<file path="config.mk">
export PLATFORM = sky130hd
export DESIGN_NAME = way_meta
export DESIGN_NICKNAME = d
export VERILOG_FILES = /design/src/source/dcache_pkg.sv /design/src/source/way_meta.sv
export VERILOG_INCLUDE_DIRS = /design/src /design/src/source
export SDC_FILE = /design/constraint.sdc
export NUM_CORES = 1
export LEC_CHECK = 0
export ABC_AREA = 1
export BUFFER_PORTS_ARGS = -buffer_cell sky130_fd_sc_hd__buf_2
export CAP_MARGIN = 40
export CORE_ASPECT_RATIO = 1.2
export CORE_UTILIZATION = 40
export DETAILED_ROUTE_END_ITERATION = 8
export PLACE_DENSITY = 0.73
export SETUP_SLACK_MARGIN = 0.05
export SLEW_MARGIN = 40
export SYNTH_ARGS = -nofsm -noshare
export SYNTH_HDL_FRONTEND = slang
export SYNTH_SLANG_ARGS = --single-unit
</file>
<file path="constraint.sdc">
create_clock -name clk -period 2.4 [get_ports clk]
set_input_delay 0.48 -clock clk [delete_from_list [all_inputs] [get_ports clk]]
set_output_delay 0.48 -clock clk [all_outputs]
set_load 0.02 [all_outputs]
</file>
<file path="src/source/dcache_macros.svh">
`ifndef DCACHE_MACROS_SVH
`define DCACHE_MACROS_SVH

// address split, tag | index | offset
`define DC_TAG_W      24
`define DC_INDEX_W    4
`define DC_OFFSET_W   4
`define DC_ADDR_W     32

// line geometry
`define DC_WORDS      4
`define DC_LINE_W     128
`define DC_LINE_BYTES 16
`define DC_SETS       16
`define DC_WAYS       2

// pipe op encodings
`define DC_OP_READ    1'b0
`define DC_OP_WRITE   1'b1

`endif

</file>
<file path="src/source/dcache_pkg.sv">
`include "dcache_macros.svh"

package dcache_pkg;

    // address fields
    typedef logic [`DC_TAG_W-1:0]    tag_t;
    typedef logic [`DC_INDEX_W-1:0]  index_t;
    typedef logic [`DC_OFFSET_W-1:0] offset_t;

    // word inside a line
    typedef logic [$clog2(`DC_WORDS)-1:0] word_sel_t;

    // whole line and its byte mask
    typedef logic [`DC_LINE_W-1:0]     line_t;
    typedef logic [`DC_LINE_BYTES-1:0] line_strb_t;

    typedef logic [$clog2(`DC_WAYS)-1:0] way_t;

    typedef enum logic [2:0] {
        IDLE    = 3'd0,
        LOOKUP  = 3'd1,
        MISS    = 3'd2,
        REPLACE = 3'd3,
        REFILL  = 3'd4
    } main_state_t;

endpackage

</file>
<file path="src/source/way_meta.sv">
`timescale 1ns/1ns
`include "dcache_macros.svh"

module way_meta (
    input  logic               clk,
    input  logic               resetn,
    input  dcache_pkg::index_t index,
    input  dcache_pkg::tag_t   tag,
    input  dcache_pkg::tag_t   tag_way0,
    input  dcache_pkg::tag_t   tag_way1,
    input  dcache_pkg::way_t   set_way,
    input  logic               set_valid,
    input  logic               set_dirty,
    input  logic               advance_victim,
    output logic               hit,
    output dcache_pkg::way_t   hit_way,
    output dcache_pkg::way_t   victim_way,
    output logic               victim_dirty
);

    import dcache_pkg::*;

    logic [`DC_WAYS-1:0][`DC_SETS-1:0] valid_bits;
    logic [`DC_WAYS-1:0][`DC_SETS-1:0] dirty_bits;
    logic [`DC_WAYS-1:0]               hit_w;
    way_t                              victim_q;

    // a refill writes valid and the new dirty state, a store hit only marks dirty
    always_ff @(posedge clk) begin
        if (!resetn) begin
            valid_bits <= '0;
            dirty_bits <= '0;
        end else if (set_valid) begin
            valid_bits[set_way][index] <= 1'b1;
            dirty_bits[set_way][index] <= set_dirty;
        end else if (set_dirty) begin
            dirty_bits[set_way][index] <= 1'b1;
        end
    end

    // round robin, steps once per completed refill
    always_ff @(posedge clk) begin
        if (!resetn) begin
            victim_q <= '0;
        end else if (advance_victim) begin
            victim_q <= victim_q + 1'b1;
        end
    end

    assign hit_w[0] = valid_bits[0][index] && (tag_way0 == tag);
    assign hit_w[1] = valid_bits[1][index] && (tag_way1 == tag);

    assign hit          = |hit_w;
    assign hit_way      = hit_w[1];
    assign victim_way   = victim_q;
    assign victim_dirty = valid_bits[victim_q][index] && dirty_bits[victim_q][index];

    a_one_way_hit: assert property (@(posedge clk) disable iff (!resetn)
        !(hit_w[0] && hit_w[1]));

endmodule

</file>
* After elaboration in Yosys (flattened, before gate mapping)
Cells that the tools add are included.
** Storage, ports and cells
- Register bits :: 65
- Input port bits :: 82
** Operators by class
- $add $sub $neg :: 1
- Magnitude comparators :: 5
- Eq/ne operators :: 2
- Muxes and demuxes :: 19
- Bitwise logic cells :: 2
- Reductions and logical operators :: 7
** Operators by type and width (count)
- $mux W16 :: 5
- $mux W32 :: 2
- $or A32 B32 Y32 :: 2
- $eq A24 B24 Y1 :: 2
- $bwmux W32 :: 1
- $bmux W1 S4 :: 4
- $demux W16 S1 :: 1
- $logic_and A1 B1 Y1 :: 5
- $lt A4 B5 Y1 const B :: 1
- $mux W1 :: 5
- $demux W1 S4 :: 1
- $ge A4 B1 Y1 const B :: 1
- $lt A1 B2 Y1 const B :: 2
- $reduce_bool A2 Y1 :: 1
- $reduce_or A2 Y1 :: 1
- $add A1 B1 Y1 const B :: 1
- $ge A1 B1 Y1 const B :: 1

* Logic depth before layout (Yosys ltp)
Gate-level depths: netlist of the first run.
- Depth after elaboration :: 9
- Gate-level depth with buffers :: 12

* Worst setup path after synthesis of the first run
No wires, ideal clock.
- Kind :: input-to-output
- Start point :: in index[1]
- End point :: out victim_dirty
- Arrival :: 1.515 ns
- Required time :: 1.920 ns
- Setup slack :: 0.405 ns
- Stages :: 10
- Cell sequence :: buf_6 > inv_6 > nor2_8 > buf_8 > nand3_2 > nand2_1 > o21ai_1 > nand2_1 > nor2_1 > nor2_1
** Between the ends
- Word-level cells in the longest chain between the ends :: 3
- Elaborated cells between the ends (all ways) :: 5
** Ends and longest elaborated chain
- from (decl) :: RTL line way_meta.sv:7 : input dcache_pkg::index_t index,
- $bmux W1 S4 :: RTL line way_meta.sv:56 : assign victim_dirty = valid_bits[victim_q][index] && dirty_bits[victim_q][index];
- $mux W1 (not written as such) :: RTL line way_meta.sv:56
- $logic_and A1 B1 Y1 * :: RTL line way_meta.sv:56
- to (decl) :: RTL line way_meta.sv:18 : output logic victim_dirty
Every way passes the cells marked *; elsewhere a longest branch is shown, timed or not. The select of a mux whose other input is x is not followed.

* Worst setup path in the final report of the first run
Ends and elaborated chain as after synthesis.

==> metrics, run 1 <==
outcome=finished, final reports clean; Congestion Overflow GR=0; CP peak stage delay=200 ps; # Post-CTS Setup Buffers=0; Critical Path Start Type=primary input; layout cell share with drive strength beyond 1=21.43%; maxcap violations=0; clk slew on worst S/H paths=60 ps; DRC viols=0; CP endpoint kind=output pin; syn_area_per_cell=6.075 µm²; drt via density=4.789; CP cell instances=clkbuf_4 > buf_4 > nor2_8 > nand3_1 > nand2_1 > o21ai_1 > nand2_1 > nor2_2 > nor2_2 > buf_4; Worst Hold Launch=advance_victim; Cell Area, Synth=0.004574 mm²; die outline width=99.62 µm; Tcrit/Tclk final=95.20%; Skew-Pair Late Insertion Delay=340 ps; Synth Warn #=0; final setup TNS=0 ps; largest cells by area after synthesis=dfxtp_1, nand2_1, inv_1; Slew Limit Fails=0; buffers added on ports=85; FF-to-FF setup slack=1560 ps; synthesis-stage register bit count=65; Post-Syn Instances=753; I/O pin count=86; Initial DRC Count=243; multi-input logic area=0.002644 mm²; Hold Path End=victim_way; FP Rows=42; Final #Nets=917; GP Congestion=0.9040; dpl hpwl=8.887 mm; Reg2Reg Depth=3; Rel. slew slack=54.30%; TritonCTS clock tree=built; WS Path Type=in2out; Distinct cells, synth=35; sequential fraction of the synthesis area=28.45%; Worst Path Buf+Inv=3; DRT Pass-1 Iters=4; H-tree Lvls=3; initial antenna violation count=0; ys flop type=dfxtp_1; core area=0.01109 mm²; slowest CP cell=nor2_8; r2r startpoint=victim_way; clk_skew=0 ps; total track usage=21.23%; final wirelength=12.22 mm; ant diodes=0; Crit path max-delay family=simple AND/OR/NAND/NOR gates; Total Power Consumption=2864 µW; syn nets=835; Reg-to-Reg End=victim_way; DIE AREA=0.01187 mm²; most area-hungry cell type in the Yosys netlist=dfxtp_1; RSZ-0062 raised after global routing=true; cts bufs inserted=9; VDD IR-drop max=0.0003637 V; FF/Latch Area=0.001305 mm²; Crit path arrival time=1800 ps; vias=4760; die height=119.1 µm; crit path time final=2285 ps; vias in the first global route=4391; maximum clock rate=0.4377 GHz; Initial Util=41.25%; final hold vios=0; CTS sink count=65; largest net degree at the start of global routing=33; min-delay worst type=in2reg; clock buffer depth=2; area share of the largest cell type after synthesis=28.45%; fill cell count=1165; per-cell routed wire length=12.30 µm; PD cells=521.8 mW/mm²; Final setup viols=0; layout overhead on the synthesized area=19.97%; data required time of the worst path=1920 ps; P_leak=0.002550 µW; hold_buf cts=0; EDFF count, synth=0; CP max FO=9; share of synthesized flip-flops with an asynchronous set or reset=0%; WHS Path Cells=3; antenna-violating nets left=0; global-route wire length before repair=19.75 mm; Slew @ Worst Pin=685.5 ps; Clock Tree Root=clkbuf_16
## report_power, final
part	leakage, µW	internal [µW]	switching [µW]
Sequential	0.000526	1100	10.9
Clock	0.000139	749	468
Combinational	0.00188	201	338
## state kept, by name (all words and copies together) (netlist names)
register    count
valid_bits     32
dirty_bits     32
victim_way      1
## what timing repair did
| item | CTS | global route |
|---|---|---|
| pin swaps | 0 | 1 |
| resized for setup | 7 | 9 |
| gates cloned | 0 | 2 |
| endpoints found under the hold margin | 0 | 0 |
| setup endpoints to repair | 1 | 3 |
## layer usage
metal,global-route usage (%),vias up,part of all wire (%)
met2,38.19,174,49
li1,-,2451,-
met5,0,-,0
met4,7.904,0,3.2
met3,5.223,31,6.3
met1,23.91,2104,42
## final cells by class
type / instances / area share (%)
clock inverters: 3 / 0.2736
well taps: 154 / 3.511
repair buffers: 99 / 10.88
inverters: 120 / 8.641
multi-input cells: 540 / 48.18
clock buffers: 13 / 4.742
flip-flops and latches: 65 / 23.78
## per-stage QoR
step           utilization, %  instances  instance area [µm²]  worst slack (ps)  hold WS (ps)
3_5_place_dp            46.25        976                 5129             31.68         453.4
5_1_grt                 49.49        994                 5488             41.69         395.1
6_report                49.49        994                 5488             115.3         370.6
2_1_floorplan               -        753                 4574             404.8         435.2
3_3_place_gp            46.25        976                 5129             27.74         450.3
4_1_cts                 48.91        992                 5423             94.62         368.5
## layout by cell type, fill, tap and decap left out, types with 4 or more instances in the layout
cell type  instances
dfxtp_1           64
inv_1            111
nor2_2             4
nand2_2            6
clkbuf_16         10
nor2_1            41
buf_2             82
clkinv_2           4
a21oi_1           58
o21ai_1            5
buf_4             10
nor3_1            10
o21ai_0            8
nor3_2            20
xnor2_1           13
nand3_1           28
a21oi_2           13
inv_2              4
xor2_1            10
nand2_1          306
## synthesized netlist by cell type, types with 6 or more instances
| cell type | n |
|---|---|
| nand2_1 | 306 |
| inv_1 | 112 |
| dfxtp_1 | 65 |
| a21oi_1 | 59 |
| nor2_1 | 43 |
| nand3_1 | 28 |
| nor3_2 | 20 |
| buf_2 | 13 |
| xnor2_1 | 13 |
| a21oi_2 | 12 |
| nor3_1 | 10 |
| xor2_1 | 10 |
| o21ai_0 | 8 |
| clkbuf_1 | 7 |
| nand2_2 | 6 |
| o21ai_1 | 6 |
## tightest hold or removal path: stages
cell and delay [ps]:
buf_2 80, xnor2_1 50, nor2_1 70
## worst max-delay path by stage
stage	to	start	depth (start not counted)
finish	victim_dirty	index[1]	10
global route	victim_dirty	index[1]	10
CTS	victim_dirty	index[0]	11
detailed placement	victim_dirty	index[0]	11
global placement	victim_dirty	index[0]	11
floorplan	victim_dirty	index[1]	10
## cell families after synthesis
logic type | share of synthesized area [%]
simple gates | 42.42
buf+inv | 14.28
compound gates | 10.45
flops | 28.45
xor+xnor | 4.404
Note: power is estimated with default switching activity, not from simulation.
==> run 2: changes to the inputs <==
--- a/config.mk
+++ b/config.mk
@@ -10,6 +10,7 @@
 export BUFFER_PORTS_ARGS = -buffer_cell sky130_fd_sc_hd__buf_2
 export CAP_MARGIN = 40
 export CORE_ASPECT_RATIO = 1.2
+export CORE_MARGIN = 5
 export CORE_UTILIZATION = 40
 export DETAILED_ROUTE_END_ITERATION = 8
 export PLACE_DENSITY = 0.73
==> metrics, run 2 (synthesis gave the netlist of run 1 again) <==
outcome=finished, final reports clean; Critical Path Start Type=primary input; CP max FO=10; GP Congestion=0.9164; global-route wire length before repair=20.33 mm; most common cell after layout, fill and taps aside=nand2_1; post-route core utilization=49.70%; fill cell count=1168; vias in the first global route=4584; Initial DRC Count=224; Final setup viols=0; min-delay worst type=in2reg; r2r startpoint=victim_way; die outline width=107.6 µm; most frequent cells in the layout=nand2_1, inv_1, buf_2, dfxtp_1, a21oi_1; WS Path Type=in2out; Initial Util=41.06%; Crit path arrival time=1840 ps; final hold vios=0; worst hold slack=378.9 ps; VDD IR-drop max=0.0003424 V; WHS Path Cells=3; initial antenna violation count=0; Congestion Overflow GR=0; PD cells=558.1 mW/mm²; H-tree Lvls=3; Worst Hold Launch=advance_victim; maximum clock rate=0.4314 GHz; Slew Limit Fails=0; RSZ-0062 raised after global routing=false; Rel. slew slack=54.39%; dpl hpwl=9.149 mm; DRT Pass-1 Iters=5; clk_skew=0 ps; cts bufs inserted=9; layout overhead on the synthesized area=21.03%; core area=0.01114 mm²; GR met1 Demand/Resource=20.61%; total track usage=18.49%; maxcap violations=0; Skew-Pair Late Insertion Delay=330 ps; CP endpoint kind=output pin; I/O pin count=86; FF-to-FF setup slack=1530 ps; DIE AREA=0.01368 mm²; die height=127.1 µm; met3 Track Usage GR=4.591%; ant diodes=0; P_leak=0.002571 µW; Tcrit/Tclk final=96.60%; Most Used Layer, Global Route=met2; Slew @ Worst Pin=684.1 ps; final wirelength=12.94 mm; Reg2Reg Depth=3; CTS sink count=65; buffers added on ports=85; Hold Path End=victim_way; drt via density=4.790; clock buffer depth=2; TritonCTS clock tree=built; vias=4766; per-cell routed wire length=13.00 µm; DRC viols=0; layout cell share with drive strength beyond 1=21.28%; crit path time final=2318 ps; final setup TNS=0 ps; GR Layer Usage met2=31.88%; data required time of the worst path=1920 ps; Clock Tree Root=clkbuf_16; clk slew on worst S/H paths=50 ps; FP Rows=42; antenna-violating nets left=0; Reg-to-Reg End=victim_way; largest net degree at the start of global routing=36; Final #Nets=918
run 2: cell count changes in the layout (fill, tap and decap cells not counted), sizes merged:
cell / previous run / this run
clkbuf: 16 / 13
bufinv: 0 / 2
buf: 96 / 97
clkinv: 4 / 3
clkinvlp: 0 / 1
nor2: 50 / 51
run 2: cell type report:
cell class	count	area, µm²	area share (%)
clock inverter	5	77.57	1.401
sequential	65	1305	23.57
inverter	120	471.7	8.520
tap	154	192.7	3.480
timing repair buffer	99	594.3	10.73
multi-input combinational	541	2643	47.73
clock buffer	11	252.7	4.565
run 2: how the worst max path moves through the flow:
stage	from	endpoint	slack [ps]	cells past startpoint
2_1_floorplan	index[1]	victim_dirty	400	10
3_3_place_gp	index[0]	victim_dirty	60	11
3_5_place_dp	index[0]	victim_dirty	80	11
4_1_cts	victim_way	victim_dirty	70	10
5_1_grt	index[0]	victim_dirty	50	11
6_report	index[1]	victim_dirty	80	10
run 2: report_power, final:
| group | leakage [µW] | switching (µW) | internal, µW |
|---|---|---|---|
| sequential | 0.000526 | 9.56 | 1100 |
| combinational | 0.00188 | 342 | 199 |
| clock | 0.000162 | 483 | 961 |
run 2: through the flow:
| step | cell area [µm²] | std cells | power [µW] | setup WS, ps |
|---|---|---|---|---|
| floorplan | 4574 | 753 | 1475 | 404.8 |
| global placement | 5121 | 975 | 1640 | 63.96 |
| detailed placement | 5121 | 975 | 1643 | 84.69 |
| CTS | 5458 | 991 | 3082 | 71.44 |
| global route | 5537 | 995 | 3214 | 51.64 |
| finish | 5537 | 995 | 3090 | 81.70 |
run 2: routing by layer:
layer,part of all wire [%],up-vias
li1,-,2453
met1,41,2081
met2,47,195
met3,8.3,37
met4,3.9,0
met5,0,-
run 2: critical path, cell delays in order:
cell	delay, ps
buf_2	220
inv_6	100
nor2_4	290
nand3_2	90
nand2_1	80
o21ai_1	80
nand2_1	90
nor2_1	40
nor2_1	170
buf_4	180
run 2: timing repair:
item                       in CTS  in global routing
setup endpoints to repair       1                  3
hold buffers                    0                  0
pin swaps                       0                  2
cloned                          0                  3
resized for setup               2                 11
setup buffers                   0                  1
==> run 3: changes to the inputs <==
--- a/config.mk
+++ b/config.mk
@@ -11,9 +11,9 @@
 export CAP_MARGIN = 40
 export CORE_ASPECT_RATIO = 1.2
 export CORE_MARGIN = 5
-export CORE_UTILIZATION = 40
+export CORE_UTILIZATION = 50
 export DETAILED_ROUTE_END_ITERATION = 8
-export PLACE_DENSITY = 0.73
+export PLACE_DENSITY = 0.85
 export SETUP_SLACK_MARGIN = 0.05
 export SLEW_MARGIN = 40
 export SYNTH_ARGS = -nofsm -noshare
==> metrics, run 3 (synthesis gave the netlist of run 1 again) <==
layout cell share with drive strength beyond 1=20.83%; drt via density=4.935; DRT Pass-1 Iters=6; final setup TNS=0 ps; antenna-violating nets left=0; outcome=finished, final reports clean; GP Congestion=0.9544; placed cell area=0.005091 mm²; r2r startpoint=victim_way; Critical Path Start Type=primary input; CP Depth=11; buffers added on ports=85; Crit path arrival time=1810 ps; CP peak stage delay=230 ps; Tcrit/Tclk final=95.39%; Rel. slew slack=56.18%; DIE AREA=0.01117 mm²; ant diodes=0; Reg-to-Reg End=victim_way; global-route wire length before repair=20.34 mm; Slew Limit Fails=0; cts bufs inserted=9; fill cell count=873; die outline width=97.32 µm; placed insts=941; clk slew on worst S/H paths=70 ps; dpl hpwl=9.036 mm; Worst Path Buf+Inv=4; vias in the first global route=4468; final hold vios=0; Initial DRC Count=305; core area=0.008986 mm²; vias=4738; data required time of the worst path=1920 ps; FF-to-FF setup slack=1490 ps; layout overhead on the synthesized area=17.97%; maxcap violations=0; fin area=0.005396 mm²; VDD IR-drop max=0.0003346 V; TritonCTS clock tree=built; CP cell instances=buf_2 > inv_6 > nor2_8 > buf_4 > nand3_1 > nand2_1 > o21ai_1 > nand2_1 > nor2_1 > nor2_1 > buf_2; clock buffer depth=2; Initial Util=50.91%; RSZ-0062 raised after global routing=false; Slew @ Worst Pin=657.3 ps; H-tree Lvls=3; CP max FO=9; Critical Path Sink=victim_dirty; clk_skew=0 ps; total track usage=22.30%; DRC viols=0; FP Rows=38; hold_buf cts=0; WS Path Type=in2out; min-delay worst type=in2reg; Congestion Overflow GR=0; Crit path max-delay family=buffers and inverters; crit path time final=2289 ps; Final #Nets=917; most frequent cells in the layout=nand2_1, inv_1, buf_2, dfxtp_1, a21oi_1; P_leak=0.002531 µW; die height=114.8 µm; final wirelength=12.39 mm; CP endpoint kind=output pin; maximum clock rate=0.4368 GHz; initial antenna violation count=0; crit path from=index[1]; CTS sink count=65; largest net degree at the start of global routing=33; most common cell after layout, fill and taps aside=nand2_1; I/O pin count=86; slowest CP cell=buf_2; Clock Tree Root=clkbuf_8; Final setup viols=0; Skew-Pair Late Insertion Delay=360 ps; per-cell routed wire length=12.91 µm; post-route insts no fill=960; Reg2Reg Depth=3; PD cells=503.1 mW/mm²
## run 3: changes by cell type in the layout (fill, tap and decap cells not counted), sizes merged
| cell | delta |
|---|---|
| clkbuf | +3 |
| clkinv | -2 |
| nor2 | -2 |
| buf | +1 |
| clkinvlp | -1 |
## run 3: power by group
group	total [µW]	internal [µW]	leakage [µW]	switching [µW]
Clock	1070	643	0.000111	422
Sequential	1100	1090	0.000525	10.4
Combinational	544	208	0.00189	337
Total	2710	1950	0.00253	769
## run 3: metrics by stage
stage / setup slack (ps) / power, µW / hold slack [ps] / util (%)
after detailed placement: 87.63 / 1649 / 452.7 / 56.66
after global placement: 103.5 / 1640 / 449.0 / 56.66
after global routing: 56.35 / 2831 / 394.7 / 60.05
after CTS: 81.48 / 2706 / 353.0 / 59.13
final: 110.7 / 2715 / 356.2 / 60.05
after floorplan: 404.8 / 1475 / 435.2 / -
## run 3: what timing repair did
| item | in CTS | in global routing |
|---|---|---|
| hold endpoints to repair | 0 | 0 |
| buffers inserted | 0 | 2 |
| gates resized for setup | 0 | 13 |
| endpoints found under the setup margin | 0 | 3 |
## run 3: worst register-to-register path, cell delays in order (launching register included)
cell	delay, ps
dfxtp_2	410
buf_8	200
xnor2_1	130
nor2_1	50
## run 3: area by class of cell
class	count	area, µm²	share of cell area [%]
Tap cell	120	150.1	2.782
Sequential cell	65	1303	24.14
Clock inverter	2	60.06	1.113
Timing Repair Buffer	100	629.4	11.66
Clock buffer	14	162.7	3.014
Multi-Input combinational cell	539	2620	48.55
Inverter	120	471.7	8.741
## run 3: metal layers
layer / wire length (µm) / part of all wire, % / vias up / GRT usage, %
met3: 824 / 6.7 / 23 / 4.005
met5: 0 / 0 / - / 0
li1: - / - / 2460 / -
met1: 5194 / 42 / 2090 / 25.57
met4: 283 / 2.3 / 0 / 8.957
met2: 6088 / 49 / 165 / 41.21
## run 3: how the worst min path moves through the flow
stage / start / endpoint / slack, ps / depth (start not counted)
floorplan: dirty_bits[27] / dirty_bits[27] / 440 / 2
finish: advance_victim / victim_way / 360 / 3
CTS: advance_victim / victim_way / 350 / 3
detailed placement: dirty_bits[22] / dirty_bits[22] / 450 / 2
global route: advance_victim / victim_way / 390 / 3
global placement: dirty_bits[27] / dirty_bits[27] / 450 / 2
